==> config.mk <==
export PLATFORM = sky130hd
export DESIGN_NAME = hazard_unit
export DESIGN_NICKNAME = d
export VERILOG_FILES = /design/src/rtl/mips_pkg.sv /design/src/rtl/hazard_unit.sv
export SDC_FILE = /design/constraint.sdc
export NUM_CORES = 1
export LEC_CHECK = 0
export ABC_AREA = 1
export BUFFER_PORTS_ARGS = -buffer_cell sky130_fd_sc_hd__buf_2
export CAP_MARGIN = 5
export CORE_AREA = 2 2 118 120
export DETAILED_ROUTE_END_ITERATION = 10
export DIE_AREA = 0 0 120 122
export GPL_TIMING_DRIVEN = 0
export PLACE_DENSITY = 0.42
export SYNTH_ARGS = -nofsm -noshare
export SYNTH_HDL_FRONTEND = slang
export SYNTH_SLANG_ARGS = --single-unit
==> constraint.sdc <==
create_clock -name vclk -period 1.3
set_clock_uncertainty 0.2 [all_clocks]
set_input_delay 0 -clock vclk [all_inputs]
set_output_delay 0 -clock vclk [all_outputs]
set_load 0.01 [all_outputs]
==> src/rtl/mips_pkg.sv <==
`default_nettype none

package mips_pkg;

   localparam int XLEN        = 32;
   localparam int REG_ADDR_W  = 5;
   localparam int INSTR_W     = 32;
   localparam int IMEM_ADDR_W = 10;

   typedef logic [XLEN-1:0]       word_t;
   typedef logic [REG_ADDR_W-1:0] reg_addr_t;

   // Primary opcode field, instr[31:26]
   typedef enum logic [5:0] {
      OP_RTYPE = 6'b000000,
      OP_J     = 6'b000010,
      OP_BEQ   = 6'b000100,
      OP_ADDI  = 6'b001000,
      OP_LW    = 6'b100011,
      OP_SW    = 6'b101011,
      OP_HALT  = 6'b111111
   } opcode_e;

   // R-type function field, instr[5:0]
   typedef enum logic [5:0] {
      FN_ADDU = 6'b100001,
      FN_SUBU = 6'b100011,
      FN_AND  = 6'b100100,
      FN_OR   = 6'b100101,
      FN_SLT  = 6'b101010
   } funct_e;

   typedef enum logic [2:0] {
      ALU_ADD = 3'd0,
      ALU_SUB = 3'd1,
      ALU_AND = 3'd2,
      ALU_OR  = 3'd3,
      ALU_SLT = 3'd4
   } alu_op_e;

   typedef enum logic [1:0] {
      FWD_NONE   = 2'd0,
      FWD_EX_MEM = 2'd1,
      FWD_MEM_WB = 2'd2
   } fwd_sel_e;

   typedef struct packed {
      logic                     we;
      logic [IMEM_ADDR_W-1:0]   addr;
      logic [INSTR_W-1:0]       data;
   } imem_write_t;

   typedef struct packed {
      logic                     valid;
      word_t                    pc;
      logic [INSTR_W-1:0]       instr;
   } if_id_t;

   typedef struct packed {
      logic      valid;
      alu_op_e   alu_op;
      logic      use_imm;
      logic      mem_read;
      logic      mem_write;
      logic      reg_write;
      logic      halt;
      reg_addr_t rs;
      reg_addr_t rt;
      reg_addr_t rd;
      word_t     rs_val;
      word_t     rt_val;
      word_t     imm;
   } id_ex_t;

   typedef struct packed {
      logic      valid;
      logic      mem_read;
      logic      mem_write;
      logic      reg_write;
      logic      halt;
      reg_addr_t rd;
      word_t     alu_result;
      word_t     store_data;
   } ex_mem_t;

   typedef struct packed {
      logic      valid;
      logic      reg_write;
      logic      halt;
      reg_addr_t rd;
      word_t     result;
   } mem_wb_t;

   typedef struct packed {
      logic      valid;
      reg_addr_t rd;
      word_t     data;
   } commit_t;

endpackage

`default_nettype wire

==> src/rtl/hazard_unit.sv <==
`timescale 1ns/1ps
`default_nettype none

module hazard_unit (
   input  wire mips_pkg::if_id_t   i_if_id,
   input  wire                     i_uses_rs,
   input  wire                     i_uses_rt,
   input  wire mips_pkg::id_ex_t   i_id_ex,
   input  wire mips_pkg::ex_mem_t  i_ex_mem,
   input  wire mips_pkg::mem_wb_t  i_mem_wb,
   output logic                    o_stall,
   output mips_pkg::fwd_sel_e      o_fwd_a,
   output mips_pkg::fwd_sel_e      o_fwd_b,
   output logic                    o_fwd_branch_a,
   output logic                    o_fwd_branch_b
);

   mips_pkg::reg_addr_t rs;
   mips_pkg::reg_addr_t rt;
   logic                is_beq;
   logic                load_use;
   logic                beq_on_ex;
   logic                beq_on_load;
   logic                ex_wr;
   logic                mem_wr;

   // EX/MEM wins over MEM/WB
   function automatic mips_pkg::fwd_sel_e fwd_select(input mips_pkg::reg_addr_t src);
      if (!i_id_ex.valid || src == '0) return mips_pkg::FWD_NONE;
      if (i_ex_mem.valid && i_ex_mem.reg_write && i_ex_mem.rd == src)
         return mips_pkg::FWD_EX_MEM;
      if (i_mem_wb.valid && i_mem_wb.reg_write && i_mem_wb.rd == src)
         return mips_pkg::FWD_MEM_WB;
      return mips_pkg::FWD_NONE;
   endfunction

   always_comb begin
      rs     = i_if_id.instr[25:21];
      rt     = i_if_id.instr[20:16];
      is_beq = i_if_id.valid && (i_if_id.instr[31:26] == mips_pkg::OP_BEQ);
      ex_wr  = i_id_ex.valid && i_id_ex.reg_write && (i_id_ex.rd != '0);
      mem_wr = i_ex_mem.valid && i_ex_mem.reg_write && (i_ex_mem.rd != '0);

      load_use    = i_if_id.valid && ex_wr && i_id_ex.mem_read &&
                    ((i_uses_rs && rs == i_id_ex.rd) || (i_uses_rt && rt == i_id_ex.rd));
      beq_on_ex   = is_beq && ex_wr && (rs == i_id_ex.rd || rt == i_id_ex.rd);
      beq_on_load = is_beq && mem_wr && i_ex_mem.mem_read &&
                    (rs == i_ex_mem.rd || rt == i_ex_mem.rd);
      o_stall     = load_use || beq_on_ex || beq_on_load;

      o_fwd_branch_a = mem_wr && !i_ex_mem.mem_read && (rs == i_ex_mem.rd);
      o_fwd_branch_b = mem_wr && !i_ex_mem.mem_read && (rt == i_ex_mem.rd);
      o_fwd_a        = fwd_select(i_id_ex.rs);
      o_fwd_b        = fwd_select(i_id_ex.rt);
   end

endmodule

`default_nettype wire

Word level (Yosys, flattened, before mapping)
Index checks and enable logic that the tools add are counted.

word-level totals
  flip-flop bits (word level) = 0
  bits of input ports = 301
  word-level logic and storage cells = 69
  output and inout port bits = 7

operators by class
  mux-type cells = 24
  reductions and logical operators = 36
  equality and inequality tests = 9

operators by type and width
  operator              number
  $eq A5 B5 Y1          8
  $mux W2               12
  $logic_and A1 B1 Y1   23
  $mux W1               12
  $logic_not A5 Y1      2
  $reduce_bool A5 Y1    2
  $logic_or A1 B1 Y1    7
  $eq A6 B3 Y1 const B  1
  $logic_not A1 Y1      2

Depth between registers and ports, before layout
  depth in word-level cells = 9
  gate-level depth with buffers = 8
  gate-level depth less buffers = 8

Worst setup path before layout
No wires, ideal clock.

  path kind = input port to output port
  start = input port i_ex_mem[66] (netlist bit)
  end = output port o_fwd_a[0]
  arrival = 718 ps
  path buffers = 1
  path slack = 382 ps
  data required time = 1,100 ps
  stages on the path = 4
  cells stage by stage = buf_4 xnor2_1 nand4_1 nor3_1

between the ends
  cells in the longest elaborated chain, start to end = 7
  elaborated cells between the ends (all ways) = 9
  those cells by class = eq/ne: 1; mux: 7; reduce/logical: 1

ends and longest elaborated chain
  element                  RTL line           text
  start, declared          hazard_unit.sv:9   input wire mips_pkg::ex_mem_t i_ex_mem,
  $eq A5 B5 Y1 (*)         hazard_unit.sv:30  if (i_ex_mem.valid && i_ex_mem.reg_write && i_ex_mem.rd == src)
  $logic_and A1 B1 Y1 (*)  hazard_unit.sv:30
  $mux W2                  hazard_unit.sv:30
  $mux W2                  hazard_unit.sv:32  if (i_mem_wb.valid && i_mem_wb.reg_write && i_mem_wb.rd == src)
  $mux W2                  hazard_unit.sv:34  return mips_pkg::FWD_NONE;
  $mux W2 (*)              hazard_unit.sv:32
  $mux W2 (*)              hazard_unit.sv:30
  end, declared            hazard_unit.sv:12  output mips_pkg::fwd_sel_e o_fwd_a,

Every way passes the cells marked *; elsewhere a longest branch is shown, timed or not. The select of a mux whose other input is x is not followed.

Worst setup path after layout
  start = input port i_ex_mem[65] (netlist bit)
  end = output port o_stall

between the ends
  cells in the longest elaborated chain, start to end = 6
  elaborated cells between the ends (all ways) = 9
  those cells by class = eq/ne: 2; reduce/logical: 7

ends and longest elaborated chain
  element                           RTL line           text
  $reduce_bool A5 Y1                hazard_unit.sv:42  mem_wr = i_ex_mem.valid && i_ex_mem.reg_write && (i_ex_mem.rd != '0);
  $logic_and A1 B1 Y1               hazard_unit.sv:42
  $logic_and A1 B1 Y1 (2 in a row)  hazard_unit.sv:47  beq_on_load = is_beq && mem_wr && i_ex_mem.mem_read &&
  $logic_and A1 B1 Y1 (*)           hazard_unit.sv:47
  $logic_or A1 B1 Y1 (*)            hazard_unit.sv:49  o_stall = load_use || beq_on_ex || beq_on_load;
  end, declared                     hazard_unit.sv:11  output logic o_stall,

Every way passes the cells marked *; elsewhere a longest branch is shown, timed or not.

==> run_results.csv <==
group,metric,value,unit
outcome,status,"completed",
layout,syn2layout_area_growth,67.2,%
floorplan,dieArea,0.0146,mm^2
layout,nets,512,
place,io_buffers,57,
power_and_ir_drop,power_density,249,mW/mm^2
synthesis,synth_compound_area_share,6.85,%
layout,design_area,0.00128,mm^2
place,placed_area,0.00128,mm^2
sta,fmax,0.872,GHz
synthesis,synth.most_common_cell,"nand2_1",
worst_setup_path,crit_family,"buffers and inverters",
synthesis,synthTopCellsByArea,"nand2_1, xnor2_1, xor2_1",
layout,fillers,1589,
worst_setup_path,slowest_stage,"a21oi_1",
synthesis,synth.distinct_cells,18,
route,ant_nets,0,
route,wl_met1,1860,um
worst_setup_path,critical_path_class,"in2out",
place,dp_cells,389,
synthesis,yosys.area_share.simple,51.1,%
route,wl_met2,1540,um
global_route,grt_pass1_vias,1045,
route,vias,1115,
synthesis,synthAdderAreaFrac,0,%
floorplan,die_w,120,um
sta,relSlewSlack,80.7,%
clock_tree,cts_resized,0,
synthesis,postSynthCellCount,152,
sta,fin_crit_sh,88.2,%
floorplan,io_pins,308,
power_and_ir_drop,fin_total_pwr,0.319,mW
sta,setup_viol,0,
global_route,antenna_found_initial,0,
sta,fin_tns_setup,0,ns
sta,tightest_slew,0.287,ns
layout,antennaDiodeCount,0,
synthesis,synthMuxAreaShare,0,%
worst_setup_path,cp_data_required_time,1.10,ns
layout,ff_latch_area,0,um^2
route,wl_per_cell,9.42,um
global_route,track_usage,4.80,%
synthesis,synthTopCellsByCount,"nand2_1, inv_1, nor2_1",
worst_setup_path,crit_chain,"buf_2 -> inv_2 -> nand2_1 -> a21oi_1 -> nand3_2 -> nand2_1 -> nand2_1 -> nand3_1 -> buf_2",
layout,seq_cells,0,
worst_setup_path,cp.depth,9,
floorplan,fp.dieH,122,um
synthesis,synth_top_area_share,20.6,%
clock_tree,post_cts_buffers,0,
synthesis,yosysTopAreaCell,"nand2_1",
route,drt_iter0_drc,69,
sta,finalHoldViolCount,0,
synthesis,ys_warn_count,0,
route,wl,3670,um
global_route,grt-ovfl-total,0,
worst_setup_path,slowest_delay,0.19,ns
worst_setup_path,crit_buf_inv,3,
synthesis,synth-xor-area-share,27.4,%
synthesis,synth_fp_nets,453,
route,vias_per_cell,2.87,
worst_setup_path,arrival,0.95,ns
power_and_ir_drop,ir_drop,0.0926,mV
worst_setup_path,cp-start-kind,"primary input",
hold_path,hold_class,"in2out",
route,maxUsedRoutingLayer,"met3",
global_route,grt_max_degree,7,
worst_setup_path,crit_top_cell,"nand2_1",
route,drt_first_pass_iters,4,
synthesis,ys_seq_area_share,0,%
worst_setup_path,endpoint_kind,"output port",
layout,instances_no_fill,389,
clock_tree,ctsHoldBuffers,0,
place,place.detailed.hpwl,3340,um
place,place.gp.congestion,0.776,
floorplan,start_util,5.68,%
sta,timing.final.crit_period,1.15,ns
global_route,grt_pass1_wl,5510,um
layout,clock_buffers,0,
synthesis,synth_top_family_by_area,"simple AND/OR/NAND/NOR gates",
floorplan,core-area,0.0135,mm^2
worst_setup_path,critPathMaxFanout,5,
hold_path,hold_depth,4,
route,dr_wl_met3,261,um
layout,drive_gt1_share,30.1,%
route,drc,0,
synthesis,syn_avg_cell_area,5.05,um^2
floorplan,rows,43,
power_and_ir_drop,leakage,0.649,nW
sta,maxSlewViolCount,0,
synthesis,synth_area,767,um^2
run,max_cap_viol_count,0,
-- worst min-delay path, cell delays in order --
cell	delay [ns]
buf_2	0.09
or2_1	0.11
nor2_1	0.04
buf_2	0.13
-- path summary, 6_finish.rpt --
| check | from | end | slack [ns] |
|---|---|---|---|
| hold / removal | i_ex_mem[72] | o_fwd_branch_a | 0.16 |
| setup / recovery | i_ex_mem[65] | o_stall | 0.15 |
-- through the flow --
step | hold WS, ns | worst slack, ns | util, %
after global routing | 0.179 | -0.0225 | 9.50
after floorplan | -0.0691 | 0.382 | -
after CTS | 0.168 | 0.0503 | 9.46
after global placement | 0.163 | 0.0773 | 9.46
final | 0.163 | 0.154 | 9.50
after detailed placement | 0.167 | 0.0536 | 9.46
-- metal layers --
layer | vias up | GRT usage [%]
met5 | - | 0
met4 | 0 | 0
met3 | 0 | 0.468
met2 | 51 | 7.67
met1 | 473 | 7.34
li1 | 591 | -
-- where the power goes --
group	switching [mW]	internal (mW)	total [mW]
Clock	0	0	0
Combinational	0.178	0.141	0.319
Sequential	0	0	0
Total	0.178	0.141	0.319
-- cells in the final DEF (no fill, tap or decap), drive strengths merged --
| cell type | synthesis | routed |
|---|---|---|
| a21oi | 5 | 5 |
| buf | 2 | 59 |
| inv | 26 | 26 |
| nand2 | 42 | 42 |
| nand3 | 12 | 12 |
| nand4 | 6 | 6 |
| nor2 | 22 | 22 |
| nor3 | 7 | 7 |
| nor3b | 1 | 1 |
| o2111ai | 1 | 1 |
| o21ai | 1 | 1 |
| o22ai | 1 | 1 |
| o31ai | 1 | 1 |
| or2 | 1 | 1 |
| xnor2 | 13 | 13 |
| xor2 | 11 | 11 |
-- cells by family after synthesis --
| logic type | Yosys count |
|---|---|
| compound gates | 9 |
| simple gates | 91 |
| xor+xnor | 24 |
| buf+inv | 28 |
-- cell type report --
cell class / instances / area, um^2 / area share (%)
buffer: 2 / 15.0 / 1.17
inverter: 26 / 97.6 / 7.61
timing repair buffer: 57 / 285 / 22.2
tap: 180 / 225 / 17.6
multi-input combinational: 124 / 659 / 51.4
Note: power is estimated with default switching activity, not from simulation.
