<file path="src/rtl/mips_pkg.sv">
`default_nettype none

package mips_pkg;

   localparam int XLEN        = 32;
   localparam int REG_ADDR_W  = 5;
   localparam int INSTR_W     = 32;
   localparam int IMEM_ADDR_W = 10;

   typedef logic [XLEN-1:0]       word_t;
   typedef logic [REG_ADDR_W-1:0] reg_addr_t;

   // Primary opcode field, instr[31:26]
   typedef enum logic [5:0] {
      OP_RTYPE = 6'b000000,
      OP_J     = 6'b000010,
      OP_BEQ   = 6'b000100,
      OP_ADDI  = 6'b001000,
      OP_LW    = 6'b100011,
      OP_SW    = 6'b101011,
      OP_HALT  = 6'b111111
   } opcode_e;

   // R-type function field, instr[5:0]
   typedef enum logic [5:0] {
      FN_ADDU = 6'b100001,
      FN_SUBU = 6'b100011,
      FN_AND  = 6'b100100,
      FN_OR   = 6'b100101,
      FN_SLT  = 6'b101010
   } funct_e;

   typedef enum logic [2:0] {
      ALU_ADD = 3'd0,
      ALU_SUB = 3'd1,
      ALU_AND = 3'd2,
      ALU_OR  = 3'd3,
      ALU_SLT = 3'd4
   } alu_op_e;

   typedef enum logic [1:0] {
      FWD_NONE   = 2'd0,
      FWD_EX_MEM = 2'd1,
      FWD_MEM_WB = 2'd2
   } fwd_sel_e;

   typedef struct packed {
      logic                     we;
      logic [IMEM_ADDR_W-1:0]   addr;
      logic [INSTR_W-1:0]       data;
   } imem_write_t;

   typedef struct packed {
      logic                     valid;
      word_t                    pc;
      logic [INSTR_W-1:0]       instr;
   } if_id_t;

   typedef struct packed {
      logic      valid;
      alu_op_e   alu_op;
      logic      use_imm;
      logic      mem_read;
      logic      mem_write;
      logic      reg_write;
      logic      halt;
      reg_addr_t rs;
      reg_addr_t rt;
      reg_addr_t rd;
      word_t     rs_val;
      word_t     rt_val;
      word_t     imm;
   } id_ex_t;

   typedef struct packed {
      logic      valid;
      logic      mem_read;
      logic      mem_write;
      logic      reg_write;
      logic      halt;
      reg_addr_t rd;
      word_t     alu_result;
      word_t     store_data;
   } ex_mem_t;

   typedef struct packed {
      logic      valid;
      logic      reg_write;
      logic      halt;
      reg_addr_t rd;
      word_t     result;
   } mem_wb_t;

   typedef struct packed {
      logic      valid;
      reg_addr_t rd;
      word_t     data;
   } commit_t;

endpackage

`default_nettype wire

</file>
<file path="src/rtl/decode_stage.sv">
`timescale 1ns/1ps
`default_nettype none

module decode_stage (
   input  wire                     i_clock,
   input  wire                     reset,
   input  wire mips_pkg::if_id_t   i_if_id,
   input  wire mips_pkg::commit_t  i_commit,
   input  wire                     i_stall,
   input  wire                     i_fwd_branch_a,
   input  wire                     i_fwd_branch_b,
   input  wire mips_pkg::word_t    i_ex_mem_result,
   output mips_pkg::id_ex_t        o_id_ex,
   output logic                    o_redirect,
   output mips_pkg::word_t         o_target,
   output logic                    o_uses_rs,
   output logic                    o_uses_rt
);

   mips_pkg::opcode_e   opcode;
   mips_pkg::funct_e    funct;
   mips_pkg::reg_addr_t rs;
   mips_pkg::reg_addr_t rt;
   mips_pkg::reg_addr_t dest;
   mips_pkg::word_t     imm_ext;
   mips_pkg::word_t     pc_plus4;
   mips_pkg::word_t     rs_val;
   mips_pkg::word_t     rt_val;
   mips_pkg::alu_op_e   alu_op;
   logic                use_imm;
   logic                mem_read;
   logic                mem_write;
   logic                reg_write;
   logic                halt;
   logic                is_beq;
   logic                is_j;
   logic                known;
   logic                taken;
   mips_pkg::word_t     regs [32];

   assign opcode   = mips_pkg::opcode_e'(i_if_id.instr[31:26]);
   assign funct    = mips_pkg::funct_e'(i_if_id.instr[5:0]);
   assign rs       = i_if_id.instr[25:21];
   assign rt       = i_if_id.instr[20:16];
   assign imm_ext  = {{16{i_if_id.instr[15]}}, i_if_id.instr[15:0]};
   assign pc_plus4 = i_if_id.pc + 'd4;

   always_comb begin
      alu_op    = mips_pkg::ALU_ADD;
      use_imm   = 1'b0;
      mem_read  = 1'b0;
      mem_write = 1'b0;
      reg_write = 1'b0;
      halt      = 1'b0;
      is_beq    = 1'b0;
      is_j      = 1'b0;
      known     = 1'b1;
      o_uses_rs = 1'b0;
      o_uses_rt = 1'b0;
      dest      = rt;
      case (opcode)
         mips_pkg::OP_RTYPE: begin
            o_uses_rs = 1'b1;
            o_uses_rt = 1'b1;
            reg_write = 1'b1;
            dest      = i_if_id.instr[15:11];
            case (funct)
               mips_pkg::FN_ADDU: alu_op = mips_pkg::ALU_ADD;
               mips_pkg::FN_SUBU: alu_op = mips_pkg::ALU_SUB;
               mips_pkg::FN_AND:  alu_op = mips_pkg::ALU_AND;
               mips_pkg::FN_OR:   alu_op = mips_pkg::ALU_OR;
               mips_pkg::FN_SLT:  alu_op = mips_pkg::ALU_SLT;
               default:           known  = 1'b0;
            endcase
         end
         mips_pkg::OP_ADDI: begin
            o_uses_rs = 1'b1;
            use_imm   = 1'b1;
            reg_write = 1'b1;
         end
         mips_pkg::OP_LW: begin
            o_uses_rs = 1'b1;
            use_imm   = 1'b1;
            mem_read  = 1'b1;
            reg_write = 1'b1;
         end
         mips_pkg::OP_SW: begin
            o_uses_rs = 1'b1;
            o_uses_rt = 1'b1;
            use_imm   = 1'b1;
            mem_write = 1'b1;
         end
         mips_pkg::OP_BEQ: begin
            o_uses_rs = 1'b1;
            o_uses_rt = 1'b1;
            is_beq    = 1'b1;
         end
         mips_pkg::OP_J:    is_j  = 1'b1;
         mips_pkg::OP_HALT: halt  = 1'b1;
         default:           known = 1'b0;
      endcase
   end

   // Write-before-read bypass from the commit port
   always_comb begin
      rs_val = (rs == '0) ? '0 : regs[rs];
      rt_val = (rt == '0) ? '0 : regs[rt];
      if (i_commit.valid && i_commit.rd == rs) rs_val = i_commit.data;
      if (i_commit.valid && i_commit.rd == rt) rt_val = i_commit.data;
   end

   always_ff @(posedge i_clock) begin
      if (reset) begin
         for (int i = 0; i < 32; i++) begin
            regs[i] <= '0;
         end
      end else if (i_commit.valid) begin
         regs[i_commit.rd] <= i_commit.data;
      end
   end

   assign taken      = is_beq && ((i_fwd_branch_a ? i_ex_mem_result : rs_val) ==
                                  (i_fwd_branch_b ? i_ex_mem_result : rt_val));
   assign o_redirect = i_if_id.valid && known && !i_stall && (is_j || taken);
   assign o_target   = is_j ? {pc_plus4[31:28], i_if_id.instr[25:0], 2'b00}
                            : pc_plus4 + {imm_ext[29:0], 2'b00};

   always_ff @(posedge i_clock) begin
      if (reset) begin
         o_id_ex.valid <= 1'b0;
      end else begin
         o_id_ex.valid     <= i_if_id.valid && known && !i_stall;
         o_id_ex.alu_op    <= alu_op;
         o_id_ex.use_imm   <= use_imm;
         o_id_ex.mem_read  <= mem_read;
         o_id_ex.mem_write <= mem_write;
         o_id_ex.reg_write <= reg_write;
         o_id_ex.halt      <= halt;
         o_id_ex.rs        <= rs;
         o_id_ex.rt        <= rt;
         o_id_ex.rd        <= dest;
         o_id_ex.rs_val    <= rs_val;
         o_id_ex.rt_val    <= rt_val;
         o_id_ex.imm       <= imm_ext;
      end
   end

   assert property (@(posedge i_clock) disable iff (reset)
      i_if_id.valid && !(opcode inside {mips_pkg::OP_RTYPE, mips_pkg::OP_ADDI,
         mips_pkg::OP_LW, mips_pkg::OP_SW, mips_pkg::OP_BEQ, mips_pkg::OP_J,
         mips_pkg::OP_HALT}) |=> !o_id_ex.valid);

   // Target reaches decode right after the one squashed slot
   assert property (@(posedge i_clock) disable iff (reset)
      o_redirect |=> ##1 (!i_if_id.valid || i_if_id.pc == $past(o_target, 2)));

endmodule

`default_nettype wire

</file>
<file path="config.mk">
export PLATFORM = sky130hd
export DESIGN_NAME = decode_stage
export DESIGN_NICKNAME = d
export VERILOG_FILES = /design/src/rtl/mips_pkg.sv /design/src/rtl/decode_stage.sv
export SDC_FILE = /design/constraint.sdc
export NUM_CORES = 2
export LEC_CHECK = 0
export BUFFER_PORTS_ARGS = -buffer_cell sky130_fd_sc_hd__buf_4
export CAP_MARGIN = 25
export CORE_ASPECT_RATIO = 1.1
export CORE_MARGIN = 2
export CORE_UTILIZATION = 55
export DETAILED_ROUTE_END_ITERATION = 10
export PLACE_DENSITY_LB_ADDON = 0.15
export SYNTH_ARGS = -nofsm -noshare
export SYNTH_HDL_FRONTEND = slang
export SYNTH_SLANG_ARGS = --single-unit
</file>
<file path="constraint.sdc">
create_clock -name i_clock -period 22.9 [get_ports i_clock]
set_clock_uncertainty 0.15 [all_clocks]
set_input_delay 5.725 -clock i_clock [delete_from_list [all_inputs] [get_ports i_clock]]
set_output_delay 5.725 -clock i_clock [all_outputs]
set_load 0.05 [all_outputs]
</file>
# Word level (Yosys, flattened, before mapping)
# Memory sizes are Yosys's and may differ from the RTL's.
# Cells that the tools add are included.
totals:
  wordCells: 76
  out_inout_bits: 155
  reg_bits: 104
  ram_bits: 1024
  n_memories: 1
  input_bits: 140
memory_table:
  columns: ["memory", "depth", "width", "rd", "rd_clocked_by_memory_dff", "wr", "line", "text"]
  rows:
  - ["regs", 32, 32, 2, 0, 32, "decode_stage.sv:39", "mips_pkg::word_t regs [32];"]
classes:
  reduce_logical: 18
  mux: 28
  eq_ne: 14
  addsub: 2
ops:
  columns: ["cell", "count"]
  rows:
  - ["2-to-1 mux 32 bit", 8]
  - ["== test 6 bit (second input constant)", 8]
  - ["adder 32 x 3 -> 32 bit (second input constant)", 1]
  - ["adder 32 bit", 1]
  - ["== test 32 bit", 1]
  - ["OR reduction 32 bit", 1]
  - ["2-to-1 mux 1 bit", 16]
  - ["one-hot mux 3 bit (4 select lines)", 1]
  - ["== test 5 bit", 2]
  - ["zero test 5 bit", 2]
  - ["2-to-1 mux 5 bit", 2]
  - ["OR reduction 5 bit", 2]
  - ["OR reduction 3 bit", 3]
  - ["== test 6 x 2 -> 1 bit (second input constant)", 1]
  - ["== test 6 x 3 -> 1 bit (second input constant)", 1]
  - ["== test 6 x 4 -> 1 bit (second input constant)", 1]
  - ["logical AND 1 bit", 6]
  - ["zero test 6 bit", 1]
  - ["OR reduction 6 bit", 1]
  - ["one-hot mux 1 bit (2 select lines)", 1]
  - ["zero test 1 bit", 1]
  - ["logical OR 1 bit", 1]

# Logic depth before layout (Yosys ltp)
depth:
  depth_word: 8
  ltp_mapped: 18
  ltp_nobuf: 18

# Worst setup path after synthesis
# OpenSTA, ideal clock, no wires.
synth_path:
  path_type: "input -> output"
  from: "input i_if_id[36] (netlist name)"
  to: "output o_target[23]"
  cell_stages: 16
  slack_ns: 7.417
  arrival_time_ns: 9.608
  t_required_ns: 17.025
  path_buffers: 0
  path_cell_list: "and3_1 > and2_1 > nand2_1 > nor2_1 > nand3_1 > xnor2_1 > ha_1 > a21o_1 > a21o_1 > a211oi_1 > a21boi_0 > o21ai_0 > a21boi_0 > o211a_1 > o21a_1 > o31ai_1"
synth_between:
  elab_chain_len: 3
synth_rtl:
  columns: ["item", "line", "text"]
  rows:
  - ["from (decl)", "decode_stage.sv:7", "input wire mips_pkg::if_id_t i_if_id,"]
  - ["adder 32 x 3 -> 32 bit", "decode_stage.sv:46", "assign pc_plus4 = i_if_id.pc + 'd4;"]
  - ["adder 32 bit", "decode_stage.sv:126", ": pc_plus4 + {imm_ext[29:0], 2'b00};"]
  - ["2-to-1 mux 32 bit", "decode_stage.sv:125", "assign o_target = is_j ? {pc_plus4[31:28], i_if_id.instr[25:0], 2'b00}"]
  - ["to (decl)", "decode_stage.sv:15", "output mips_pkg::word_t o_target,"]
# Every way passes these cells.

# Worst setup path in the final report
layout_path:
  from: "input i_if_id[22] (netlist name)"
  to: "output o_redirect"
layout_between:
  elab_chain_len: 8
  word_cells_on_any_way: 11
  cone_classes: "eq/ne: 2; mux: 3; reduce/logical: 5; memory: 1"
layout_rtl:
  columns: ["item", "line", "text"]
  rows:
  - ["memory read (32 x 32 bit) (tied with other cells)", null, null]
  - ["2-to-1 mux 32 bit / logical AND 1 bit (equally long branches)", "decode_stage.sv:106, decode_stage.sv:108", null]
  - ["2-to-1 mux 32 bit *", "decode_stage.sv:108", "if (i_commit.valid && i_commit.rd == rs) rs_val = i_commit.data;"]
  - ["named net rs_val[25]", "decode_stage.sv:27", "mips_pkg::word_t rs_val;"]
  - ["2-to-1 mux 32 bit *", "decode_stage.sv:122", "assign taken = is_beq && ((i_fwd_branch_a ? i_ex_mem_result : rs_val) =="]
  - ["== test 32 bit *", "decode_stage.sv:122", null]
  - ["logical AND 1 bit *", "decode_stage.sv:122", null]
  - ["logical OR 1 bit *", "decode_stage.sv:124", "assign o_redirect = i_if_id.valid && known && !i_stall && (is_j || taken);"]
  - ["logical AND 1 bit *", "decode_stage.sv:124", null]
  - ["to (decl)", "decode_stage.sv:14", "output logic o_redirect,"]
# The timed path passes the listed nets; every way through them passes the cells marked *.

==> results.txt <==
# setup viols final - 0
Worst Hold Class - reg2reg
final critical-path share of the clock period - 76.5%
Final Slew Violations - 0
CP required - 17.03 ns
CP most frequent cell - buf_4
port buffer count - 294
Post-synth EDFFs - 1,127
IO Pins - 295
area leader, netlist - edfxtp_1
top cell type's share of synthesized area - 53.9%
Fmax - 0.0571 GHz
Crit. End Element - primary output
Peak VDD IR - 0.0601 mV
DR WL/cell - 40.1 um
count of state elements after synthesis - 1,128
worst hold start - regs[0][13]$_SDFFCE_PN0P_
vias - 45,900
DRC - 0
pin slew with the least headroom to its limit - 1.14 ns
Place WS - 5.65 ns
first-pass GRT wire length - 343 mm
leading register cell type out of synthesis - edfxtp_1
worst skew pair latency - 0.78 ns
Worst-path clk slew - 0.07 ns
clock period minus final worst setup slack - 17.52 ns
worst r2r dst - o_id_ex[42]$_DFFE_PN_
CTS tree - built
postcts setup bufs - 0
kind of critical path - in2out
final WL - 250 mm
synth cell count leaders - edfxtp_1 (1,127), and2_1 (914), mux4_2 (477)
first-pass detailed-route iteration total - 6
area of the multi-input gates - 27,100 um^2
worst-path fanout max - 78
most frequent cell after synthesis - edfxtp_1
Hold Path Stages - 6
Synth async-reset ratio - 0%
register area - 33,900 um^2
layout cells sized above 1 - 25.8%
# nets final - 4,782
core area - 113,000 um^2
DRT iter0 DRCs - 8,343
Yosys cell types - 92
Setup Total Neg Slack - 0 ns
CTS Hold Bufs - 0
worst-case clock buffer depth - 3
unrepaired setup endpoints after global routing - no
worst rel slew slack - 23.6%
P_leak - 24.6 nW
fillers - 8,517
initial antenna violation count - 25
CTS Root Buffer Type - clkbuf_16
Power Dens Cells - 76.1 nW/um^2
CTS H-tree depth - 3
slowest stage cell, crit path - buf_4
GRT Util Overall - 42.5%
worst path cell trace - buf_8 > buf_4 > inv_1 > buf_4 > nand3_1 > o21ai_1 > buf_4 > nor4b_1 > a21o_1 > a21oi_1 > or4_1 > a22oi_1 > o2111ai_1 > or4_1 > o22ai_2 > buf_4
Final Hold Fails - 0
Reg2Reg Setup Slack - 19.96 ns
Starting Density - 55.6%
hold endpoint - o_id_ex[45]$_DFFE_PN_
worst flop-to-flop path startpoint - regs[31][10]$_SDFFCE_PN0P_
post-DP HPWL - 152 mm
CTS Sinks - 1,128
Final Power - 5.35 mW
synthesis warning total - 0
PnR worst setup slack - 5.38 ns
outcome - complete, no violations
Post-Syn Area per Cell - 14.0 um^2
die height - 358 um
Syn Nets - 4,653
crit path DAT - 11.64 ns
pin count of the biggest net entering global routing - 100
RD Place Congestion - 0.978
GR Overflow Total - 0
Die Area - 117,000 um^2
Via-to-Cell Ratio - 7.37
CP peak stage delay - 0.71 ns
Mapped Cells - 4,477
reg2reg path depth - 6
Max Cap Viol - 0
vias in the first global route - 44,300
Post-CTS Resized - 0
die width - 326 um
Cell Area, Synth - 62,800 um^2
Seq/Total Area, Yosys - 53.9%
remaining antenna violation count - 0
site row count - 129
area grow syn2layout - 12.1%
total CTS buffers - 118
crit path launch type - input port
Area contributors post-synth - edfxtp_1 (54%), mux4_2 (17%), and2_1 (9.1%)
stage by stage:
step           hold WS [ns]  cell area (um^2)  cells  util [%]
4_1_cts               0.907             70300   6212      62.3
6_report              0.939             70400   6228      62.4
5_1_grt               0.958             70400   6216      62.4
3_3_place_gp          0.890             66400   5983      58.9
3_5_place_dp          0.887             66500   5990      59.0
2_1_floorplan         0.674             62800   4477         -
cell usage in the layout, fill, tap and decap left out, types with 17 or more instances in the layout:
master	n
mux2i_1	157
clkinv_1	33
mux4_2	477
a22o_1	22
clkinv_2	27
o21ai_4	32
and3_1	22
and2_1	914
a211oi_1	27
ha_1	35
a21o_1	22
edfxtp_1	1127
buf_4	429
nor3_1	159
clkbuf_16	119
nor2_1	92
a21oi_1	84
inv_1	34
xnor2_1	62
o21ai_0	46
nand3_1	53
a22oi_1	45
o22ai_1	56
clkbuf_1	23
o221ai_1	24
xor2_1	59
nor2_2	19
mux2_2	21
nand2_1	140
nor2b_1	17
critical path: cells and delay by family:
kind	cells	cell delay, ns
AOI/OAI and AO/OA	6	1.15
and+or+nand+nor	4	1.78
buffers and inverters	6	2.79
state kept, by name, indices dropped and copies added, names as in the netlist:
signal / count
regs: 1024
o_id_ex: 104
how the worst max path moves through the flow:
stage	endpoint	start	slack (ns)
final	o_redirect	i_if_id[22]	5.38
after CTS	o_redirect	i_if_id[21]	5.65
after global routing	o_redirect	i_if_id[21]	5.22
after floorplan	o_target[23]	i_if_id[36]	7.42
after global placement	o_redirect	i_if_id[21]	5.63
after detailed placement	o_redirect	i_if_id[21]	5.65
where the power goes:
part	total, mW	switching [mW]	internal, mW
sequential	2.46	0.0637	2.40
clock	1.94	0.856	1.08
combinational	0.952	0.625	0.327
total	5.35	1.54	3.81
final cells by class:
cell class | count | area share, %
Tap cell | 1506 | 2.68
Inverter | 40 | 0.224
Clock inverter | 77 | 0.988
Timing Repair Buffer | 446 | 4.97
Sequential cell | 1128 | 48.1
Multi-Input combinational cell | 2872 | 38.6
Clock buffer | 145 | 4.41
Antenna cell | 14 | 0.0498
kinds of logic after synthesis:
family / synth area share (%)
mux: 20.1
flops: 53.9
simple gates: 13.9
buf+inv: 3.72
compound gates: 5.92
fa+ha+maj: 0.730
xor+xnor: 1.69
layer usage:
layer	vias to the layer above	wire [um]	GRT usage [%]
li1	17600	-	-
met1	22800	80400	51.3
met4	28	21400	29.0
met5	-	255	0
met3	1189	38700	16.7
met2	4351	109000	63.4
(Power assumes the default switching activity.)
