### src/rtl/mips_pkg.sv
`default_nettype none

package mips_pkg;

   localparam int XLEN        = 32;
   localparam int REG_ADDR_W  = 5;
   localparam int INSTR_W     = 32;
   localparam int IMEM_ADDR_W = 10;

   typedef logic [XLEN-1:0]       word_t;
   typedef logic [REG_ADDR_W-1:0] reg_addr_t;

   // Primary opcode field, instr[31:26]
   typedef enum logic [5:0] {
      OP_RTYPE = 6'b000000,
      OP_J     = 6'b000010,
      OP_BEQ   = 6'b000100,
      OP_ADDI  = 6'b001000,
      OP_LW    = 6'b100011,
      OP_SW    = 6'b101011,
      OP_HALT  = 6'b111111
   } opcode_e;

   // R-type function field, instr[5:0]
   typedef enum logic [5:0] {
      FN_ADDU = 6'b100001,
      FN_SUBU = 6'b100011,
      FN_AND  = 6'b100100,
      FN_OR   = 6'b100101,
      FN_SLT  = 6'b101010
   } funct_e;

   typedef enum logic [2:0] {
      ALU_ADD = 3'd0,
      ALU_SUB = 3'd1,
      ALU_AND = 3'd2,
      ALU_OR  = 3'd3,
      ALU_SLT = 3'd4
   } alu_op_e;

   typedef enum logic [1:0] {
      FWD_NONE   = 2'd0,
      FWD_EX_MEM = 2'd1,
      FWD_MEM_WB = 2'd2
   } fwd_sel_e;

   typedef struct packed {
      logic                     we;
      logic [IMEM_ADDR_W-1:0]   addr;
      logic [INSTR_W-1:0]       data;
   } imem_write_t;

   typedef struct packed {
      logic                     valid;
      word_t                    pc;
      logic [INSTR_W-1:0]       instr;
   } if_id_t;

   typedef struct packed {
      logic      valid;
      alu_op_e   alu_op;
      logic      use_imm;
      logic      mem_read;
      logic      mem_write;
      logic      reg_write;
      logic      halt;
      reg_addr_t rs;
      reg_addr_t rt;
      reg_addr_t rd;
      word_t     rs_val;
      word_t     rt_val;
      word_t     imm;
   } id_ex_t;

   typedef struct packed {
      logic      valid;
      logic      mem_read;
      logic      mem_write;
      logic      reg_write;
      logic      halt;
      reg_addr_t rd;
      word_t     alu_result;
      word_t     store_data;
   } ex_mem_t;

   typedef struct packed {
      logic      valid;
      logic      reg_write;
      logic      halt;
      reg_addr_t rd;
      word_t     result;
   } mem_wb_t;

   typedef struct packed {
      logic      valid;
      reg_addr_t rd;
      word_t     data;
   } commit_t;

endpackage

`default_nettype wire

### src/rtl/execute_stage.sv
`timescale 1ns/1ps
`default_nettype none

module execute_stage (
   input  wire                      i_clock,
   input  wire                      reset,
   input  wire mips_pkg::id_ex_t    i_id_ex,
   input  wire mips_pkg::fwd_sel_e  i_fwd_a,
   input  wire mips_pkg::fwd_sel_e  i_fwd_b,
   input  wire mips_pkg::word_t     i_mem_wb_result,
   output mips_pkg::ex_mem_t        o_ex_mem
);

   mips_pkg::word_t op_a;
   mips_pkg::word_t fwd_b_val;
   mips_pkg::word_t op_b;
   mips_pkg::word_t result;

   function automatic mips_pkg::word_t pick(input mips_pkg::fwd_sel_e sel,
                                            input mips_pkg::word_t    reg_val);
      case (sel)
         mips_pkg::FWD_EX_MEM: return o_ex_mem.alu_result;
         mips_pkg::FWD_MEM_WB: return i_mem_wb_result;
         default:              return reg_val;
      endcase
   endfunction

   always_comb begin
      op_a      = pick(i_fwd_a, i_id_ex.rs_val);
      fwd_b_val = pick(i_fwd_b, i_id_ex.rt_val);
      op_b      = i_id_ex.use_imm ? i_id_ex.imm : fwd_b_val;
      case (i_id_ex.alu_op)
         mips_pkg::ALU_SUB: result = op_a - op_b;
         mips_pkg::ALU_AND: result = op_a & op_b;
         mips_pkg::ALU_OR:  result = op_a | op_b;
         mips_pkg::ALU_SLT: result = {31'd0, $signed(op_a) < $signed(op_b)};
         default:           result = op_a + op_b;
      endcase
   end

   always_ff @(posedge i_clock) begin
      if (reset) begin
         o_ex_mem.valid <= 1'b0;
      end else begin
         o_ex_mem.valid      <= i_id_ex.valid;
         o_ex_mem.mem_read   <= i_id_ex.mem_read;
         o_ex_mem.mem_write  <= i_id_ex.mem_write;
         o_ex_mem.reg_write  <= i_id_ex.reg_write;
         o_ex_mem.halt       <= i_id_ex.halt;
         o_ex_mem.rd         <= i_id_ex.rd;
         o_ex_mem.alu_result <= result;
         o_ex_mem.store_data <= fwd_b_val;
      end
   end

   // Bubbles in execute never pull forwarded data
   assert property (@(posedge i_clock) disable iff (reset)
      !i_id_ex.valid |-> (i_fwd_a == mips_pkg::FWD_NONE && i_fwd_b == mips_pkg::FWD_NONE));

endmodule

`default_nettype wire

### config.mk
export PLATFORM = sky130hd
export DESIGN_NAME = execute_stage
export DESIGN_NICKNAME = d
export VERILOG_FILES = /design/src/rtl/mips_pkg.sv /design/src/rtl/execute_stage.sv
export SDC_FILE = /design/constraint.sdc
export NUM_CORES = 1
export LEC_CHECK = 0
export BUFFER_PORTS_ARGS = -buffer_cell sky130_fd_sc_hd__buf_4
export CAP_MARGIN = 20
export CORE_MARGIN = 2
export CORE_UTILIZATION = 35
export CTS_CLUSTER_SIZE = 20
export DETAILED_ROUTE_END_ITERATION = 10
export PLACE_DENSITY_LB_ADDON = 0.12
export SETUP_SLACK_MARGIN = 0.4
export SLEW_MARGIN = 30
export SYNTH_ARGS = -nofsm -noshare
export SYNTH_HDL_FRONTEND = slang
export SYNTH_SLANG_ARGS = --single-unit
### constraint.sdc
create_clock -name i_clock -period 5.3 [get_ports i_clock]
set_input_delay 0.265 -clock i_clock [delete_from_list [all_inputs] [get_ports i_clock]]
set_output_delay 0.265 -clock i_clock [all_outputs]
set_load 0.01 [all_outputs]
Word-level counts from Yosys, hierarchy flattened:

Cells that the tools add are included.

* flip-flop bits (word level): 74
* input bits: 158
* output and inout port bits: 74

* add/subtract/negate cells: 2
* magnitude comparators: 1
* equality and inequality tests: 8
* multiplexer cells: 4
* bitwise operators: 2

Operator list (count)
* 32-bit one-hot mux with 2 select lines: 2
* 32-bit one-hot mux with 4 select lines: 1
* 32-bit adder: 1
* 32-bit bitwise AND: 1
* 32-bit less-than comparator: 1
* 32-bit two-way mux: 1
* 32-bit bitwise OR: 1
* 32-bit subtractor: 1
* 3-bit by 2-bit equality test with 1-bit output, second input constant: 2
* 2-bit by 1-bit equality test with 1-bit output, second input constant: 2
* 2-bit equality test, second input constant: 2
* 3-bit by 1-bit equality test with 1-bit output, second input constant: 1
* 3-bit equality test, second input constant: 1

Depth between registers and ports, before layout:

Gate-level depths: netlist (run 1).

* word-level depth: 5
* mapped depth: 19
* gate-level depth less buffers: 18

Least setup slack after synthesis (run 1):

Ideal clock, no wire load.

* path kind: input -> register
* start: input port i_fwd_b[0]
* end: register o_ex_mem[58] in the netlist's numbering, data pin
* arrival: 4.099 ns
* data required time: 5.041 ns
* setup slack: 0.942 ns
* stages on the path: 18
* cell sequence: inv_1 -> ha_1 -> clkbuf_1 -> buf_1 -> nor2_1 -> a21oi_1 -> o21ai_0 -> ha_1 -> fa_1 -> o21ba_1 -> nor4_2 -> nor3_1 -> or4_1 -> a311o_1 -> a311oi_2 -> o41ai_1 -> a211oi_1 -> o21ai_1

* longest elaborated chain between the ends: 5

RTL lines
* start, declared: RTL line execute_stage.sv:9 `input wire mips_pkg::fwd_sel_e i_fwd_b,`
* 2-bit equality test / 2-bit by 1-bit equality test with 1-bit output (equally long branches): RTL line execute_stage.sv:21 `case (sel)`
* 32-bit one-hot mux with 2 select lines (*): RTL line execute_stage.sv:21
* 32-bit two-way mux (*): RTL line execute_stage.sv:31 `op_b = i_id_ex.use_imm ? i_id_ex.imm : fwd_b_val;`
* 32-bit adder, or another cell as far along: RTL line execute_stage.sv:37 `default: result = op_a + op_b;`
* 32-bit one-hot mux with 4 select lines (*): RTL line execute_stage.sv:32 `case (i_id_ex.alu_op)`
* named net result[26]: RTL line execute_stage.sv:17 `mips_pkg::word_t result;`
* end, declared: RTL line execute_stage.sv:11 `output mips_pkg::ex_mem_t o_ex_mem`

The timed path passes the listed nets; every way through them passes the cells marked *.
A chain may end at the register's enable or synchronous reset.

Worst setup path after layout (run 1):

* start: input port i_fwd_b[0]
* end: register o_ex_mem[52] in the netlist's numbering, data pin

The elaborated chain is that of the path after synthesis.

==> results of run 1 <==
report_power, final:
group          internal (mW)  leakage, nW  switching [mW]  total [mW]
Combinational          0.658         4.37           0.984        1.64
Clock                  0.465        0.167           0.275       0.740
Sequential             0.755        0.738          0.0670       0.822
Total                   1.88         5.28            1.33        3.20
placed cells by master, fill, tap and decap left out, types with 5 or more instances in the layout:
cell,Yosys,layout
buf_4,0,262
inv_1,142,141
a21oi_1,115,115
nand2_1,110,110
nor2_1,106,106
o21ai_0,103,103
ha_1,100,98
a22oi_1,73,73
edfxtp_1,73,73
nand2b_1,19,19
a21o_1,16,16
nor3_1,16,16
o21bai_1,15,15
nor2b_1,14,14
nand3_1,14,14
o221ai_1,13,13
a31oi_1,12,12
a221o_1,12,12
o22ai_1,11,11
a221oi_1,10,10
o211ai_1,10,10
o21a_1,9,9
clkbuf_16,0,9
a211oi_1,7,7
nand4_1,7,7
o311ai_0,5,5
nor4_1,5,5
o31ai_1,5,5
critical path, cell delays in order:
cell,delay (ns)
buf_4,0.12
inv_1,0.05
ha_2,0.45
a22oi_1,0.17
nor2_1,0.14
a21oi_1,0.06
o21ai_0,0.44
buf_4,0.21
inv_1,0.05
ha_1,0.29
or3b_2,0.47
a311o_1,0.35
o311ai_0,0.11
o211a_1,0.30
o21ai_0,0.12
a21oi_1,0.24
o21ai_0,0.15
a2111oi_0,0.50
nor2_1,0.13
layer usage:
| layer | track usage, % | routed length (um) | share of wire, % |
|---|---|---|---|
| met3 | 5.35 | 3830 | 11 |
| met2 | 37.0 | 14900 | 42 |
| met4 | 4.35 | 382 | 1.1 |
| met1 | 39.8 | 16800 | 47 |
| met5 | 0 | 0 | 0 |
logic make-up after synthesis:
group	after synthesis	synth area share [%]
xor gates and xnor gates	6	0.585
buffers and inverters	224	9.46
and+or+nand+nor	316	15.9
muxes	2	0.237
adders and majority gates	102	14.4
DFF	74	24.6
AOI/OAI and AO/OA	469	34.8
how the worst min path moves through the flow:
stage / cells after the start / to
detailed placement: 2 / o_ex_mem[73]$_SDFF_PP0_
floorplan: 1 / o_ex_mem[73]$_SDFF_PP0_
global placement: 2 / o_ex_mem[73]$_SDFF_PP0_
global route: 1 / o_ex_mem[66]$_DFFE_PN_
finish: 2 / o_ex_mem[73]$_SDFF_PP0_
CTS: 2 / o_ex_mem[73]$_SDFF_PP0_
layout make-up:
type	count	area (sq um)	share of cell area (%)
Sequential cell	74	2210	19.3
Clock inverter	7	124	1.08
Multi-Input combinational cell	895	5950	51.9
Inverter	142	533	4.65
Tap cell	330	413	3.60
Clock buffer	9	225	1.96
Timing Repair Buffer	264	2010	17.6
==> results.cfg, run 1 <==
[route]
dr.pass1.iters = 5
postRouteAntennaNets = 0
drc_errors = 0
totalWireLength_mm = 35.9
first_iter_violations = 1160
wl_per_cell_um = 20.9
viasPerCell = 5.76
vias = 9910

[die]
rows = 58
start_util_pct = 35.7
die_y_um = 164
core_area_sq_mm = 0.0252
pin_count = 232
die_x_um = 164
fp.dieArea_sq_mm = 0.0270

[placed_design]
placement.io_buffers = 221
dp_cells = 1704
dp_slack_ns = 0.489
routabilityCongestion = 0.942
hpwl_mm = 28.6
dpl_cell_area_sq_mm = 0.0111

[setup_path]
worstPathMaxFanout = 19
cp.arrival_ns = 4.66
endpoint_kind = flop
rr_worst_depth = 15
cp-endpoint = o_ex_mem[52]$_DFFE_PN_
rrSetupSlack_ns = 0.86
r2r_start = o_ex_mem[32]$_DFFE_PN_
start_kind = input port
critical_path_class = input port to flop
rr_endpoint = o_ex_mem[58]$_DFFE_PN_
startpoint = i_fwd_b[0]
cp.required_ns = 5.37

[finish]
reg_top3 = o_ex_mem: 74 flops
area_growth_pct = 27.8
fillers = 2598
nets = 1646
largest_reg_flops = 74
layoutNonFillerInstCount = 1721
post-route-util_pct = 45.6
antenna_cells = 0
regMostFlops = o_ex_mem
layout-drive-gt1-share_pct = 21.7
finish.instance_area_sq_mm = 0.0115

[pwr]
p_per_area_mw_per_mm2 = 279
total_power_mw = 3.20
peakVddDrop_mv = 0.156
power_leakage_nw = 5.28

[global_routing]
grt_usage_pct = 25.9
grt_pass1_wl_mm = 53.5
grt_overflow = 0
grt_pass1_vias = 8944
grt_max_degree = 42
antenna_found_initial = 0

[clocking]
clkTransAtPathRegs_ns = 0.06
cts.repair.resized = 0
post-cts-setup-buffers = 0
tritoncts = yes
htree_levels = 3
hold_buffers = 0
clk_latency_ns = 0.35
cts.sinks = 74
cts_buffers = 9
cts-root-buf = clkbuf_16
clock_path_buffers = 2

[sta]
maxSlewHeadroom_pct = 40.1
tightestPinTransition_ns = 0.889
report.final.slew_viol_count = 0
fin_crit_sh_pct = 86.6
rsz0062_at_grt = false
fmax_mhz = 218
period_minus_slack_ns = 4.59
finalHoldViolCount = 0
finalSetupTns_ns = 0
hold_slack_ns = 0.0841
skew_ns = 0.0118
fin_ws_ns = 0.709
setup_violations = 0

[hold_path]
hp-class = input port to flop
hp-start = reset

[synth]
syn_nets = 1453
yosys.area.top_type = edfxtp_1
ys_seq_area_share_pct = 24.6
synth_top_area_share_pct = 24.4
syn_area_sq_mm = 0.00898
yosysWarnings = 0
synth_area_leaders = edfxtp_1, ha_1, a21oi_1
ys_types = 76
async_reset_ff_share_pct = 0
ys_ff_latch = 74
avgSynthCellArea_sq_um = 7.53
syn_inst = 1193
synthFlopType = edfxtp_1
yosysMostFrequentCell = inv_1
synth_top_cells_by_count = inv_1, a21oi_1, nand2_1, nor2_1, o21ai_0
synth-edff-count = 73

[run_status]
status = complete, no violations

[job]
maxCapViolations = 0
Power figures use the tool's default switching activity.
==> inputs of run 2 (changes only) <==
--- a/config.mk
+++ b/config.mk
@@ -5,6 +5,7 @@
 export SDC_FILE = /design/constraint.sdc
 export NUM_CORES = 1
 export LEC_CHECK = 0
+export ABC_AREA = 1
 export BUFFER_PORTS_ARGS = -buffer_cell sky130_fd_sc_hd__buf_4
 export CAP_MARGIN = 20
 export CORE_MARGIN = 2
==> results.cfg, run 2 <==
[clocking]
clkTransAtPathRegs_ns = 0.07
cts_buffers = 9
cts.sinks = 74
clk_latency_ns = 0.35
tritoncts = yes
cts-root-buf = clkbuf_16
post-cts-setup-buffers = 0
clock_path_buffers = 2
htree_levels = 3
hold_buffers = 0
cts.repair.resized = 0

[placed_design]
dp_slack_ns = 1.11
dpl_cell_area_sq_mm = 0.0114
placement.io_buffers = 221
routabilityCongestion = 0.971
hpwl_mm = 31.3
dp_cells = 1989

[die]
start_util_pct = 35.4
fp.dieArea_sq_mm = 0.0284
die_x_um = 168
rows = 60
pin_count = 232
die_y_um = 168
core_area_sq_mm = 0.0267

[hold_path]
hp-class = input port to flop
hold_depth = 1
hp-start = i_id_ex[98]

[synth]
ys_ff_latch = 74
synthFlopType = edfxtp_1
async_reset_ff_share_pct = 0
synth_top_area_share_pct = 23.2
synth_area_leaders = edfxtp_1, nand2_1, ha_1
synth-edff-count = 73
avgSynthCellArea_sq_um = 6.45
ys_types = 42
yosys.area.top_type = edfxtp_1
yosysWarnings = 0
ys_seq_area_share_pct = 23.4
yosysMostFrequentCell = nand2_1
syn_inst = 1466
syn_nets = 1726
syn_area_sq_mm = 0.00946
synth_top_cells_by_count = nand2_1, inv_1, o21ai_0, nor2_1, a21oi_1

[sta]
hold_slack_ns = 0.0861
setup_violations = 0
report.final.slew_viol_count = 0
maxSlewHeadroom_pct = 36.5
tightestPinTransition_ns = 0.950
finalSetupTns_ns = 0
rsz0062_at_grt = false
skew_ns = 0.00844
finalHoldViolCount = 0
fin_crit_sh_pct = 76.5
fmax_mhz = 247
period_minus_slack_ns = 4.05
fin_ws_ns = 1.25

[global_routing]
grt-busiest-layer = met2
grt_usage_pct = 26.3
use_met1_pct = 38.5
grt_overflow = 0
grtUsageMet3_pct = 3.43
grt_pass1_vias = 10000
grt_max_degree = 65
grt_pass1_wl_mm = 57.6
antenna_found_initial = 0
grt_use_met2_pct = 41.5

[finish]
antenna_cells = 0
post-route-util_pct = 44.0
area_growth_pct = 24.3
regMostFlops = o_ex_mem
reg_top3 = o_ex_mem: 74 flops
layout-drive-gt1-share_pct = 16.4
finish.instance_area_sq_mm = 0.0118
layoutNonFillerInstCount = 2005
final_common_cell = nand2_1
largest_reg_flops = 74
nets = 1919
most-common-layout-cells = nand2_1, inv_1, buf_4, o21ai_0, nor2_1

[setup_path]
cp.required_ns = 5.35
rr_worst_depth = 17
r2r_start = o_ex_mem[32]$_DFFE_PN_
cp_slowest_cell = o21ai_0
cp-endpoint = o_ex_mem[55]$_DFFE_PN_
cp.arrival_ns = 4.11
rr_endpoint = o_ex_mem[58]$_DFFE_PN_
critical_path_class = input port to flop
max_stage_delay_ns = 0.87
endpoint_kind = flop
cpMostUsedCell = nand2_1
cp_cell_sequence = buf_4 > inv_1 > ha_1 > clkinv_1 > o21ai_0 > inv_1 > ha_1 > nand3_1 > nand3_1 > nand2_1 > nand2_1 > nand2_1 > nand2_1 > nand2_1 > nand2_1 > nand2_1 > nand3_1 > nand3_1
worstPathMaxFanout = 32
startpoint = i_fwd_a[0]
start_kind = input port
rrSetupSlack_ns = 1.87

[route]
vias = 10700
dr.pass1.iters = 5
postRouteAntennaNets = 0
wl_per_cell_um = 19.2
viasPerCell = 5.35
first_iter_violations = 1054
drc_errors = 0
totalWireLength_mm = 38.4

[pwr]
peakVddDrop_mv = 0.183
total_power_mw = 3.43
p_per_area_mw_per_mm2 = 292
power_leakage_nw = 6.21

[run_status]
status = complete, no violations

[job]
maxCapViolations = 0
## run 2: cell count changes after synthesis, sizes merged, moves of 16 or more
cell    change
nand2     +247
nand2b     -19
nand3      +93
clkbuf     -30
a221o      +50
a22oi      -73
a21o       -16
o21ai      +41
inv       +137
## run 2: cell type report
class / count / area, sq um
clock buffers: 9 / 225
clock inverters: 7 / 93.8
fillers: 2882 / 15000
inverters: 279 / 1050
multi-input cells: 1061 / 5980
flip-flops and latches: 74 / 2210
well taps: 341 / 427
repair buffers: 234 / 1760
## run 2: cells by family (layout without fill, tap and decap cells)
family | count (synthesis) | after routing | synth area share [%]
AND/OR/NAND/NOR | 611 | 611 | 26.8
AO/OA/AOI/OAI | 344 | 344 | 22.4
buffers and inverters | 331 | 529 | 13.4
adder cells (fa/ha/maj) | 102 | 102 | 13.7
flip-flops | 74 | 74 | 23.4
XOR/XNOR | 4 | 4 | 0.370
## run 2: worst max-delay path: cells and delay by family
kind	cells	cell delay [ns]
AND/OR/NAND/NOR	11	1.35
buffers and inverters	4	0.99
AO/OA/AOI/OAI	1	0.87
adder cells (fa/ha/maj)	2	0.61
## run 2: where the power goes
| group | switching, mW | internal (mW) |
|---|---|---|
| Clock | 0.279 | 0.412 |
| Sequential | 0.0600 | 0.761 |
| Combinational | 1.26 | 0.656 |
## run 2: worst min-delay path by stage
stage                                          to  slack (ns)
after CTS                  o_ex_mem[64]$_DFFE_PN_        0.08
final                      o_ex_mem[66]$_DFFE_PN_        0.09
after detailed placement   o_ex_mem[66]$_DFFE_PN_        0.45
after floorplan           o_ex_mem[73]$_SDFF_PP0_        0.34
after global routing       o_ex_mem[65]$_DFFE_PN_        0.07
after global placement    o_ex_mem[73]$_SDFF_PP0_        0.44
## run 2: layer usage
metal	part of all wire, %	vias up	wire (um)
li1	-	5230	-
met3	8.0	29	3070
met5	0	-	0
met1	47	5031	18100
met4	1.6	0	623
met2	43	432	16700
==> inputs of run 3 (changes only) <==
==> constraint.sdc (replaced) <==
create_clock -name i_clock -period 3.91 [get_ports i_clock]
set_input_delay 0.1955 -clock i_clock [delete_from_list [all_inputs] [get_ports i_clock]]
set_output_delay 0.1955 -clock i_clock [all_outputs]
set_load 0.01 [all_outputs]
==> results.cfg, run 3 (synthesis results as in run 2) <==
[run_status]
status = complete, no violations

[pwr]
p_clk_share_pct = 18.9
total_power_mw = 4.69
peakVddDrop_mv = 0.185
comb_power_share_pct = 57.3
p_seq_share_pct = 23.8
switchingPower_mw = 2.21
power_leakage_nw = 6.35
swShare_pct = 47.2
internal_power_mw = 2.47
p_per_area_mw_per_mm2 = 390

[job]
maxCapViolations = 0

[setup_path]
cp_cell_sequence = buf_4 > inv_1 > ha_1 > buf_4 > a221o_1 > o21ai_0 > o21ai_0 > ha_1 > nand2_1 > nor2_1 > inv_1 > nor2_1 > nand2_1 > nand3_2 > nand2_1 > nand2_1 > nand2_1 > nand3_1 > nand3_1
cpMostUsedCell = nand2_1
crit_family = simple AND/OR/NAND/NOR gates
cp.arrival_ns = 3.36
critical_path_class = input port to flop
endpoint_kind = flop
worstPathMaxFanout = 16
cp.required_ns = 3.97
worst-path-buf-inv = 4
start_kind = input port
max_stage_delay_ns = 0.52
cp_slowest_cell = ha_1

[sta]
fmax_mhz = 303
maxSlewHeadroom_pct = 53.1
period_minus_slack_ns = 3.31
rsz0062_at_grt = true
tightestPinTransition_ns = 0.696
finalSetupTns_ns = 0
report.final.slew_viol_count = 0
setup_violations = 0
fin_crit_sh_pct = 84.5
skew_ns = 0.0131
finalHoldViolCount = 0

[clocking]
htree_levels = 3
clkTransAtPathRegs_ns = 0.07
cts-root-buf = clkbuf_16
cts_buffers = 9
hold_buffers = 0
tritoncts = yes
cts.sinks = 74
clk_latency_ns = 0.35
clock_path_buffers = 2

[finish]
layout-drive-gt1-share_pct = 18.2
post-route-util_pct = 44.9
reg_top3 = o_ex_mem: 74 flops
most-common-layout-cells = nand2_1, inv_1, buf_4, o21ai_0, nor2_1
layoutNonFillerInstCount = 2034
final_common_cell = nand2_1
regMostFlops = o_ex_mem
area_growth_pct = 27.0
largest_reg_flops = 74
finish.instance_area_sq_mm = 0.0120
nets = 1948
antenna_cells = 0

[die]
core_area_sq_mm = 0.0267
die_y_um = 168
die_x_um = 168
pin_count = 232
fp.dieArea_sq_mm = 0.0284
rows = 60
start_util_pct = 35.4

[route]
wl_per_cell_um = 19.5
totalWireLength_mm = 39.6
drc_errors = 0
dr.pass1.iters = 6
postRouteAntennaNets = 0
first_iter_violations = 1045
viasPerCell = 5.33
vias = 10900

[global_routing]
grt_usage_pct = 27.5
grt_overflow = 0
grt_pass1_wl_mm = 59.7
grt_max_degree = 39
grt_pass1_vias = 10300
antenna_found_initial = 0

[placed_design]
routabilityCongestion = 1.00
dpl_cell_area_sq_mm = 0.0117
dp_cells = 2016
placement.io_buffers = 221
hpwl_mm = 32.6

[hold_path]
hp-class = input port to flop
## run 3: cell types whose count changed in the layout (fill, tap and decap cells not counted), moves of 2 or more
cell        change
ha_1            -2
nor2_1          -2
clkinv_4        -2
ha_2            +2
o21ai_1         +7
o21ai_0         -8
buf_12          +2
nor2_2          +2
buf_4          +27
clkinv_1        -2
clkinvlp_4      +2
## run 3: path summary, 6_finish.rpt
path | start | endpoint | slack [ns] | depth (start not counted)
max | i_fwd_b[0] | o_ex_mem[52]$_DFFE_PN_ | 0.60 | 19
min | i_id_ex[99] | o_ex_mem[67]$_DFFE_PN_ | 0.02 | 1
max reg2reg | o_ex_mem[32]$_DFFE_PN_ | o_ex_mem[52]$_DFFE_PN_ | 0.61 | 17
min reg2reg | o_ex_mem[63]$_DFFE_PN_ | o_ex_mem[31]$_DFFE_PN_ | 0.76 | 2
## run 3: metrics by stage
step / setup WS [ns] / hold slack (ns)
final: 0.605 / 0.0176
after global routing: 0.371 / 0.00504
after CTS: 0.487 / 0.00457
after detailed placement: 0.270 / 0.376
after global placement: 0.263 / 0.374
after floorplan: 0.638 / 0.267
## run 3: repair_timing
| item | CTS | global route |
|---|---|---|
| endpoints found under the setup margin | 0 | 16 |
| gates resized for setup | 0 | 15 |
| setup buffers | 0 | 2 |
## run 3: final cells by class
type	count	area (sq um)
clock buffers	10	229
multi-input cells	1061	6010
clock inverters	6	66.3
flip-flops and latches	74	2210
repair buffers	263	2020
well taps	341	427
inverters	279	1050
fillers	2787	14700
## run 3: power by group through the flow
| stage | combinational [mW] | clock (mW) | sequential, mW |
|---|---|---|---|
| floorplan | 1.58 | 0 | 1.16 |
| global placement | 2.59 | 0 | 1.13 |
| detailed placement | 2.60 | 0 | 1.13 |
| CTS | 2.62 | 0.906 | 1.11 |
| global route | 2.97 | 0.932 | 1.12 |
| finish | 2.68 | 0.885 | 1.12 |
## run 3: metal layers
layer | vias up | global-route usage [%] | wire [um]
met5 | - | 0 | 0
met4 | 0 | 6.56 | 770
met3 | 45 | 4.02 | 3250
met2 | 457 | 43.0 | 17100
met1 | 5059 | 39.7 | 18500
li1 | 5290 | - | -
